`src/common/monitor_pkg.sv`:
```
package monitor_pkg;

    // one retired instruction from the core
    typedef struct packed {
        logic [63:0] order;
        logic [31:0] inst;
        logic [4:0]  rs1_addr;
        logic [4:0]  rs2_addr;
        logic [4:0]  rd_addr;
        logic [31:0] rs1_rdata;
        logic [31:0] rs2_rdata;
        logic [31:0] rd_wdata;
        logic [31:0] pc_rdata;
        logic [31:0] pc_wdata;
        logic [31:0] mem_addr;
        logic [3:0]  mem_rmask;
        logic [3:0]  mem_wmask;
        logic [31:0] mem_rdata;
        logic [31:0] mem_wdata;
    } rvfi_commit_t;

    localparam int ERR_BITS = 6;

    typedef enum int unsigned {
        ERR_ORDER     = 0,  // order gap, first must be 0
        ERR_RMASK     = 1,
        ERR_WMASK     = 2,
        ERR_BOTH_MASK = 3,  // load and store in one commit
        ERR_X0_WRITE  = 4,
        ERR_PC_ALIGN  = 5
    } err_bit_e;

    typedef logic [ERR_BITS-1:0] errcode_t;

    typedef enum logic [31:0] {
        INST_SEG_START = 32'h0010_2013,  // slti x0, x0, 1
        INST_SEG_STOP  = 32'h0020_2013,  // slti x0, x0, 2
        INST_HALT_BEQ  = 32'h0000_0063,
        INST_HALT_JAL  = 32'h0000_006F,
        INST_HALT_SLTI = 32'hF000_2013
    } marker_inst_e;

    typedef struct packed {
        logic [31:0] seg_insts;
        logic [31:0] seg_cycles;
        logic        seg_done;
    } seg_result_t;

    typedef struct packed {
        logic        awvalid;
        logic [7:0]  awaddr;
        logic        wvalid;
        logic [31:0] wdata;
        logic [3:0]  wstrb;
        logic        bready;
        logic        arvalid;
        logic [7:0]  araddr;
        logic        rready;
    } axil_req_t;

    typedef struct packed {
        logic        awready;
        logic        wready;
        logic        bvalid;
        logic [1:0]  bresp;
        logic        arready;
        logic        rvalid;
        logic [31:0] rdata;
        logic [1:0]  rresp;
    } axil_rsp_t;

    localparam logic [7:0] REG_STATUS     = 8'h00;
    localparam logic [7:0] REG_ERRCODE    = 8'h04;
    localparam logic [7:0] REG_SEG_INSTS  = 8'h08;
    localparam logic [7:0] REG_SEG_CYCLES = 8'h0C;
    localparam logic [7:0] REG_COMMITS    = 8'h10;
    localparam logic [7:0] REG_CONTROL    = 8'h14;

    localparam logic [1:0] RESP_OKAY   = 2'b00;
    localparam logic [1:0] RESP_SLVERR = 2'b10;

endpackage

```
`src/source/commit_checker.sv`:
```
`timescale 1ns/10ps

module commit_checker (
    input  logic                      itf,
    input  logic                      reset,
    input  logic                      commit_valid,
    input  monitor_pkg::rvfi_commit_t commit,
    input  logic                      clear_errors,
    output monitor_pkg::errcode_t     errcode,
    output logic                      halt,
    output logic [31:0]               commit_total
);
    import monitor_pkg::*;

    logic [63:0] next_order;   // expected order of the next commit
    errcode_t    violations;
    errcode_t    new_errors;
    logic        halt_hit;

    // byte, aligned half or full word
    function automatic logic mask_legal(input logic [3:0] mask);
        logic ok;
        case (mask)
            4'b0000, 4'b0001, 4'b0010, 4'b0100, 4'b1000: ok = 1'b1;
            4'b0011, 4'b1100, 4'b1111: ok = 1'b1;
            default: ok = 1'b0;
        endcase
        return ok;
    endfunction

    always_comb begin
        violations                = '0;
        violations[ERR_ORDER]     = commit.order != next_order;
        violations[ERR_RMASK]     = !mask_legal(commit.mem_rmask);
        violations[ERR_WMASK]     = !mask_legal(commit.mem_wmask);
        violations[ERR_BOTH_MASK] = (|commit.mem_rmask) && (|commit.mem_wmask);
        violations[ERR_X0_WRITE]  = (commit.rd_addr == 5'd0) && (|commit.rd_wdata);
        violations[ERR_PC_ALIGN]  = commit.pc_wdata[0];
    end

    assign new_errors = commit_valid ? violations : '0;

    // self-loop or one of the halt encodings
    assign halt_hit = (commit.pc_rdata == commit.pc_wdata)
                   || (commit.inst inside {INST_HALT_BEQ, INST_HALT_JAL, INST_HALT_SLTI});

    always_ff @(posedge itf) begin
        if (reset) begin
            next_order   <= '0;
            errcode      <= '0;
            halt         <= 1'b0;
            commit_total <= '0;
        end else begin
            // a violation in the clear cycle still lands
            errcode <= (clear_errors ? '0 : errcode) | new_errors;
            if (commit_valid) begin
                next_order   <= commit.order + 64'd1;  // resync after a gap
                commit_total <= commit_total + 32'd1;
                if (halt_hit) begin
                    halt <= 1'b1;  // sticky, survives clear
                end
            end
        end
    end

endmodule

```
`src/source/segment_counter.sv`:
```
`timescale 1ns/10ps

module segment_counter (
    input  logic                      itf,
    input  logic                      reset,
    input  logic                      commit_valid,
    input  monitor_pkg::rvfi_commit_t commit,
    output monitor_pkg::seg_result_t  seg_result
);
    import monitor_pkg::*;

    logic [31:0] inst_count;
    logic [31:0] cycle_count;
    logic        is_start;
    logic        is_stop;

    assign is_start = commit_valid && (commit.inst == INST_SEG_START);
    assign is_stop  = commit_valid && (commit.inst == INST_SEG_STOP);

    always_ff @(posedge itf) begin
        if (reset) begin
            inst_count  <= '0;
            cycle_count <= '0;
        end else if (is_start) begin
            inst_count  <= '0;  // start commit not counted
            cycle_count <= '0;
        end else begin
            cycle_count <= cycle_count + 32'd1;
            if (commit_valid) begin
                inst_count <= inst_count + 32'd1;
            end
        end
    end

    // stop commit and its cycle are part of the segment
    always_ff @(posedge itf) begin
        if (reset) begin
            seg_result <= '0;
        end else if (is_stop) begin
            seg_result.seg_insts  <= inst_count + 32'd1;
            seg_result.seg_cycles <= cycle_count + 32'd1;
            seg_result.seg_done   <= 1'b1;
        end
    end

endmodule

```
`src/source/monitor_regs.sv`:
```
`timescale 1ns/10ps

module monitor_regs (
    input  logic                     itf,
    input  logic                     reset,
    input  monitor_pkg::axil_req_t   axil_req,
    output monitor_pkg::axil_rsp_t   axil_rsp,
    input  monitor_pkg::errcode_t    errcode,
    input  logic                     halt,
    input  logic [31:0]              commit_total,
    input  monitor_pkg::seg_result_t seg_result,
    output logic                     clear_errors
);
    import monitor_pkg::*;

    logic        wr_ready;
    logic        bvalid;
    logic [1:0]  bresp;
    logic        rd_ready;
    logic        rvalid;
    logic [31:0] rdata;
    logic [1:0]  rresp;
    logic        wr_fire;
    logic        rd_fire;
    logic        ctrl_hit;
    logic [31:0] rd_data;
    logic [1:0]  rd_resp;

    assign wr_fire  = wr_ready && axil_req.awvalid && axil_req.wvalid;
    assign rd_fire  = rd_ready && axil_req.arvalid;
    assign ctrl_hit = axil_req.awaddr == REG_CONTROL;  // only writable register

    always_comb begin
        rd_data = '0;
        rd_resp = RESP_OKAY;
        case (axil_req.araddr)
            REG_STATUS:     rd_data = {29'd0, |errcode, seg_result.seg_done, halt};
            REG_ERRCODE:    rd_data = 32'(errcode);
            REG_SEG_INSTS:  rd_data = seg_result.seg_insts;
            REG_SEG_CYCLES: rd_data = seg_result.seg_cycles;
            REG_COMMITS:    rd_data = commit_total;
            REG_CONTROL:    rd_data = '0;  // clear is self-resetting
            default:        rd_resp = RESP_SLVERR;
        endcase
    end

    always_ff @(posedge itf) begin
        if (reset) begin
            wr_ready     <= 1'b0;
            bvalid       <= 1'b0;
            rd_ready     <= 1'b0;
            rvalid       <= 1'b0;
            clear_errors <= 1'b0;
        end else begin
            // one-cycle ready pulses, none while a response is pending
            wr_ready     <= axil_req.awvalid && axil_req.wvalid && !bvalid && !wr_ready;
            rd_ready     <= axil_req.arvalid && !rvalid && !rd_ready;
            clear_errors <= wr_fire && ctrl_hit && axil_req.wstrb[0] && axil_req.wdata[0];
            if (wr_fire) begin
                bvalid <= 1'b1;
            end else if (axil_req.bready) begin
                bvalid <= 1'b0;
            end
            if (rd_fire) begin
                rvalid <= 1'b1;
            end else if (axil_req.rready) begin
                rvalid <= 1'b0;
            end
        end
    end

    always_ff @(posedge itf) begin
        if (wr_fire) begin
            bresp <= ctrl_hit ? RESP_OKAY : RESP_SLVERR;
        end
        if (rd_fire) begin
            rdata <= rd_data;  // snapshot at accept
            rresp <= rd_resp;
        end
    end

    assign axil_rsp = '{awready: wr_ready, wready: wr_ready, bvalid: bvalid, bresp: bresp,
                        arready: rd_ready, rvalid: rvalid, rdata: rdata, rresp: rresp};

endmodule

```
`src/source/monitor_top.sv`:
```
`timescale 1ns/10ps

module monitor_top (
    input  logic                      itf,
    input  logic                      reset,
    input  logic                      commit_valid,
    input  monitor_pkg::rvfi_commit_t commit,
    input  monitor_pkg::axil_req_t    axil_req,
    output monitor_pkg::axil_rsp_t    axil_rsp,
    output logic                      halt,
    output logic                      error
);
    import monitor_pkg::*;

    errcode_t    errcode;
    logic        clear_errors;
    logic [31:0] commit_total;
    seg_result_t seg_result;

    assign error = |errcode;

    commit_checker u_checker (
        .itf          (itf),
        .reset        (reset),
        .commit_valid (commit_valid),
        .commit       (commit),
        .clear_errors (clear_errors),
        .errcode      (errcode),
        .halt         (halt),
        .commit_total (commit_total)
    );

    segment_counter u_segment (
        .itf          (itf),
        .reset        (reset),
        .commit_valid (commit_valid),
        .commit       (commit),
        .seg_result   (seg_result)
    );

    monitor_regs u_regs (
        .itf          (itf),
        .reset        (reset),
        .axil_req     (axil_req),
        .axil_rsp     (axil_rsp),
        .errcode      (errcode),
        .halt         (halt),
        .commit_total (commit_total),
        .seg_result   (seg_result),
        .clear_errors (clear_errors)
    );

endmodule

```
`config.mk`:
```
export PLATFORM = sky130hd
export DESIGN_NAME = monitor_top
export DESIGN_NICKNAME = d
export VERILOG_FILES = /design/src/common/monitor_pkg.sv /design/src/source/commit_checker.sv /design/src/source/segment_counter.sv /design/src/source/monitor_regs.sv /design/src/source/monitor_top.sv
export SDC_FILE = /design/constraint.sdc
export NUM_CORES = 1
export LEC_CHECK = 0
export ABC_AREA = 1
export BUFFER_PORTS_ARGS = -buffer_cell sky130_fd_sc_hd__buf_2
export CELL_PAD_IN_SITES_DETAIL_PLACEMENT = 1
export CELL_PAD_IN_SITES_GLOBAL_PLACEMENT = 2
export CORE_AREA = 3 3 250 252
export DETAILED_ROUTE_END_ITERATION = 16
export DIE_AREA = 0 0 253 255
export PLACE_DENSITY_LB_ADDON = 0.1
export SLEW_MARGIN = 5
export SYNTH_ARGS = -nofsm -noshare
export SYNTH_HDL_FRONTEND = slang
export SYNTH_HIERARCHICAL = 1
export SYNTH_SLANG_ARGS = --single-unit
```
`constraint.sdc`:
```
create_clock -name itf -period 2.9 [get_ports itf]
set_input_delay 0.58 -clock itf [delete_from_list [all_inputs] [get_ports itf]]
set_output_delay 0.58 -clock itf [all_outputs]
set_load 0.02 [all_outputs]
```
==> results of run 1 <==
cells by family (layout without fill, tap and decap cells):
logic type	after synthesis	in the layout	synth area share
other	1	3	0.000215
XOR/XNOR	96	96	0.0481
adder cells (fa/ha/maj)	6	6	0.00430
AND/OR/NAND/NOR	1796	1796	0.437
AO/OA/AOI/OAI	207	207	0.0624
flip-flops	271	271	0.330
buffers and inverters	485	770	0.118
per-stage QoR:
step | std cells | utilization
6_report | 3931 | 0.346
5_1_grt | 3930 | 0.346
4_1_cts | 3930 | 0.346
3_5_place_dp | 3862 | 0.325
3_3_place_gp | 3862 | 0.325
2_1_floorplan | 2863 | -
cells in the final DEF (no fill, tap or decap), types with 42 or more instances in the layout:
cell     Yosys  layout
o21ai_0     64      64
nor2_1     507     507
nor3_1      42      42
inv_1      389     389
dfxtp_1    237     237
nand3_1    237     237
buf_2       13     269
a21oi_1    108     108
xor2_1      56      56
nand4_1     44      44
nand2_1    868     868
layer usage:
metal | part of all wire | vias up | wire length (µm) | track usage
li1 | - | 9395 | - | -
met1 | 0.47 | 8841 | 33000 | 0.283
met2 | 0.48 | 266 | 33700 | 0.387
met3 | 0.038 | 77 | 2720 | 0.0322
met4 | 0.018 | 16 | 1310 | 0.0494
met5 | 0.0013 | - | 93 | 0
path summary, 6_finish.rpt:
| path | start | to | slack [ns] | depth (start not counted) |
|---|---|---|---|---|
| worst min-delay path | axil_req[9] | u_regs/rd_ready | 0.26 | 3 |
| worst max-delay path | u_segment/inst_count[0] | u_segment/seg_result[53] | 0.75 | 10 |
| worst max register to register | u_segment/inst_count[0] | u_segment/seg_result[53] | 0.75 | 10 |
| worst min register to register | u_regs/rvalid | u_regs/rd_ready | 0.45 | 1 |
state kept, by name, summed over array words and instances (netlist names):
| register | count |
|---|---|
| u_checker/errcode | 6 |
| u_checker/halt | 1 |
| u_regs/rresp | 1 |
| u_regs/clear_errors | 1 |
| u_regs/bvalid | 1 |
| u_regs/rdata | 32 |
| u_segment/cycle_count | 32 |
| u_regs/rd_ready | 1 |
| u_regs/bresp | 1 |
| u_segment/seg_result | 65 |
| u_regs/rvalid | 1 |
| u_regs/wr_ready | 1 |
| u_checker/commit_total | 32 |
| u_checker/next_order | 64 |
| u_segment/inst_count | 32 |
Yosys cell counts, drive strengths merged:
cell and instances:
a211oi 3, a21oi 109, a31oi 3, and2 2, buf 48, clkbuf 33, clkinv 1, conb 1
dfxtp 237, dlygate4sd1 1, edfxtp 34, ha 6, inv 402, nand2 884, nand3 246, nand3b 15
nand4 44, nor2 542, nor3 45, nor3b 3, nor4 14, o211ai 5, o21a 3, o21ai 79
o21bai 4, o221ai 1, or2 1, xnor2 40, xor2 56
final cells by class:
| type | instances | area [µm²] |
|---|---|---|
| diodes | 1 | 2.50 |
| clock buffers | 51 | 1060 |
| clock inverters | 17 | 236 |
| fillers | 7896 | 39500 |
| inverters | 403 | 1510 |
| multi-input cells | 2107 | 9660 |
| flip-flops and latches | 271 | 5770 |
| well taps | 782 | 978 |
| repair buffers | 299 | 1670 |
power by group through the flow:
stage / Clock [W] / Combinational (W) / Sequential (W)
2_1_floorplan: 0 / 0.000625 / 0.00405
3_3_place_gp: 0 / 0.00108 / 0.00405
3_5_place_dp: 0 / 0.00111 / 0.00405
4_1_cts: 0.00512 / 0.00112 / 0.00397
5_1_grt: 0.00524 / 0.00126 / 0.00399
6_report: 0.00493 / 0.00111 / 0.00397
worst min-delay path, delay by kind of cell:
| family | cells | cell delay (ns) |
|---|---|---|
| and+or+nand+nor | 2 | 0.10 |
| buffers and inverters | 1 | 0.11 |
==> qor.csv, run 1 <==
metric,value,unit
slew_headroom,0.507,
gr-usage-all-layers,0.219,
clockPowerShare,0.493,
cts_made_buffers,37,
start_util,0.290,
dieWidth,253,µm
max_freq,0.464,GHz
dpl.hpwl,55200,µm
fin_skew,0.0216,ns
synth_top_area_frac,0.271,
p_seq_frac,0.397,
post_cts_resized,0,
power_switching,0.00270,W
area_growth_syn_to_layout,19.5,%
max_stage_delay,0.43,ns
cp_common_cell,nand2_1,
yosysWarnings,6,
layout-drive-gt1-share,0.139,
grt_overflow,0,
cp_num_buf_inv,0,
clk_latency,0.57,ns
first_pass_iters,5,
grt_pass1_wl,110000,µm
setup-tns-final,0,ns
synthesis.instances,2862,
first_iter_violations,746,
die-area,64500,µm²
timing.final.crit_share,0.743,
period_minus_slack,2.15,ns
critPathSlowestCell,dfxtp_1,
port_buffers,271,
rsz0062_at_grt,false,
wl_per_cell,18.0,µm
pre_cts_slack,0.262,ns
crit_type,flip-flop to flip-flop,
vias,18595,
p_total,0.0100,W
hold_viol,0,
peakVddDrop,374,µV
drv_slew,0,
post-cts-setup-buffers,0,
cts_tree,yes,
cts_root_buffer,clkbuf_16,
critPathMaxFanout,6,
numClockSinks,271,
setup_viol,0,
whs,0.265,ns
ys_seq_area_frac,0.330,
cp-start-kind,flip-flop,
core_area,60400,µm²
critPathRequiredTime,3.34,ns
grt_pass1_vias,19588,
power_frac_comb,0.111,
status,"complete, no violations",
cp.arrival,2.60,ns
place_congestion,0.837,
drc,0,
nets,3560,
grt_antenna_before_repair,10,
yosysTopAreaCell,dfxtp_1,
path_cells,ha_1 -> nand2_1 -> nor2_2 -> nand2_1 -> nor2_2 -> nand2_1 -> nand2_1 -> nand2_1 -> nor2_1 -> nor2_1,
p_int,0.00731,W
min_path_type,input pin to flip-flop,
synth.distinct_cells,51,
switching_share,0.270,
worstMarginPinSlew,0.736,ns
ys_ff_latch,271,
final_area,20900,µm²
clkTransAtPathRegs,0.06,ns
num_io_pins,478,
crit_family,simple AND/OR/NAND/NOR gates,
synth_area,17500,µm²
rows,90,
pwr_density_cell,479,nW/µm²
ant_nets,0,
cts_hold_buffers,0,
postSynthAreaPerCell,6.11,µm²
routed_via_density,4.73,
die_h,255,µm
setup_slack,0.746,ns
crit_path_end_kind,flip-flop,
p_leak,9.68,nW
drt_wl_total,70900,µm
yosys-top-cells-area,"dfxtp_1 27%, nand2_1 19%, nor2_1 11%",
placed_cell_area,19600,µm²
grt_max_degree,99,
max_cap_viol_count,0,
cts.path.max_buffers,3,
h-tree-depth,2,
(Power assumes the default switching activity.)
==> run 2, diff against run 1 <==
--- a/config.mk
+++ b/config.mk
@@ -9,9 +9,9 @@
 export BUFFER_PORTS_ARGS = -buffer_cell sky130_fd_sc_hd__buf_2
 export CELL_PAD_IN_SITES_DETAIL_PLACEMENT = 1
 export CELL_PAD_IN_SITES_GLOBAL_PLACEMENT = 2
-export CORE_AREA = 3 3 250 252
+export CORE_AREA = 3 3 259 261
 export DETAILED_ROUTE_END_ITERATION = 16
-export DIE_AREA = 0 0 253 255
+export DIE_AREA = 0 0 262 264
 export PLACE_DENSITY_LB_ADDON = 0.1
 export SLEW_MARGIN = 5
 export SYNTH_ARGS = -nofsm -noshare
==> constraint.sdc (replaced) <==
create_clock -name itf -period 2.05 [get_ports itf]
set_input_delay 0.41 -clock itf [delete_from_list [all_inputs] [get_ports itf]]
set_output_delay 0.41 -clock itf [all_outputs]
set_load 0.02 [all_outputs]
==> qor.csv, run 2 (synthesized netlist as in run 1, its figures left out) <==
metric,value,unit
ant_nets,0,
grt_pass1_vias,19876,
fin_skew,0.0247,ns
gr-usage-all-layers,0.206,
worstMarginPinSlew,0.537,ns
core_area,64700,µm²
reg2reg_from,u_segment/cycle_count[4],
met1_length,33500,µm
crit_path_end_kind,flip-flop,
rr_worst_depth,9,
setup_viol,0,
routed_via_density,4.62,
cts_root_buffer,clkbuf_16,
setup_slack,0.196,ns
p_total,0.0140,W
place_congestion,0.862,
slew_headroom,0.640,
max_cap_viol_count,0,
hp-start,axil_req[9],
cts_tree,yes,
hold_viol,0,
drt_wl_total,72500,µm
largest_register_ffs,65,
period_minus_slack,1.85,ns
wl_per_cell,17.7,µm
reg.largest.list,"u_segment/seg_result (65), u_checker/next_order (64)",
p_leak,10.2,nW
clkTransAtPathRegs,0.06,ns
cts.path.max_buffers,3,
area_growth_syn_to_layout,24.5,%
grt_overflow,0,
instances_no_fill,4097,
h-tree-depth,2,
min_path_type,input pin to flip-flop,
layout-drive-gt1-share,0.164,
port_buffers,271,
final_area,21800,µm²
timing.final.crit_share,0.904,
numClockSinks,271,
pre_cts_slack,-0.0255,ns
peakVddDrop,469,µV
grt_max_degree,80,
critPathRequiredTime,2.51,ns
grt_pass1_wl,112000,µm
route.met2.wl,34200,µm
dpl.cell_count,4030,
rows,93,
drc,0,
crit_type,flip-flop to flip-flop,
setup.worst_path.start,u_segment/cycle_count[4],
nets,3655,
final.fill_count,8500,
dieWidth,262,µm
rsz0062_at_grt,false,
die_h,264,µm
clk_latency,0.56,ns
num_io_pins,478,
vias,18912,
cts_made_buffers,37,
final_cell_mix,"868 x nand2_1, 506 x nor2_1, 389 x inv_1, 269 x buf_2",
start_util,0.270,
max_freq,0.539,GHz
dpl.hpwl,57300,µm
first_iter_violations,712,
pwr_density_cell,644,nW/µm²
cp.arrival,2.32,ns
wl_met3,2910,µm
regMostFlops,u_segment/seg_result,
hold_path_depth,3,
drv_slew,0,
status,"complete, no violations",
grt_antenna_before_repair,8,
die-area,69200,µm²
top_layer,met5,
critPathMaxFanout,7,
placed_cell_area,20500,µm²
cp-start-kind,flip-flop,
insertedDiodeCount,0,
layout_commonest_cell,nand2_1,
first_pass_iters,4,
-- run 2: final timing paths --
check	endpoint	slack [ns]
worst min-delay path	u_regs/rd_ready	0.09
worst min register to register	u_regs/rd_ready	0.44
worst max register to register	u_segment/seg_result[20]	0.20
worst max-delay path	u_segment/seg_result[20]	0.20
-- run 2: per-layer routing --
layer	vias up	GRT usage
li1	9587	-
met1	8949	0.266
met2	258	0.354
met3	104	0.0348
met4	14	0.0550
met5	-	0
-- run 2: power breakdown --
group | switching [W] | internal [W]
Combinational | 0.00102 | 0.000604
Clock | 0.00267 | 0.00409
Sequential | 0.000105 | 0.00552
Total | 0.00380 | 0.0102
-- run 2: worst max-delay path, stage by stage, from the launching register on --
cell	delay (ns)
dfxtp_1	0.41
nand2_1	0.14
nor2_1	0.34
nand2_1	0.24
nor2_4	0.27
nand2_1	0.08
nand2_1	0.09
nand2_1	0.06
nor2_1	0.08
nor2_1	0.05
-- run 2: final cells by class --
class / count / area, µm² / share of cell area
clock buffer: 55 / 1090 / 0.0503
clock inverter: 12 / 161 / 0.00742
inverter: 403 / 1510 / 0.0695
multi-input combinational: 2107 / 9680 / 0.445
sequential: 271 / 5770 / 0.265
tap: 855 / 1070 / 0.0492
timing repair buffer: 394 / 2470 / 0.114
-- run 2: per-stage QoR --
stage / TNS, ns / util / hold slack, ns
after global routing: 0 / 0.336 / 0.0880
after global placement: -0.390 / 0.317 / 0.427
final: 0 / 0.336 / 0.0922
after floorplan: 0 / - / 0.417
after CTS: 0 / 0.336 / 0.0585
after detailed placement: -0.318 / 0.317 / 0.435
-- run 2: what timing repair did --
action	in CTS	in global routing
hold buffers	0	0
endpoints found under the setup margin	0	10
buffers inserted	0	0
resized for setup	0	4
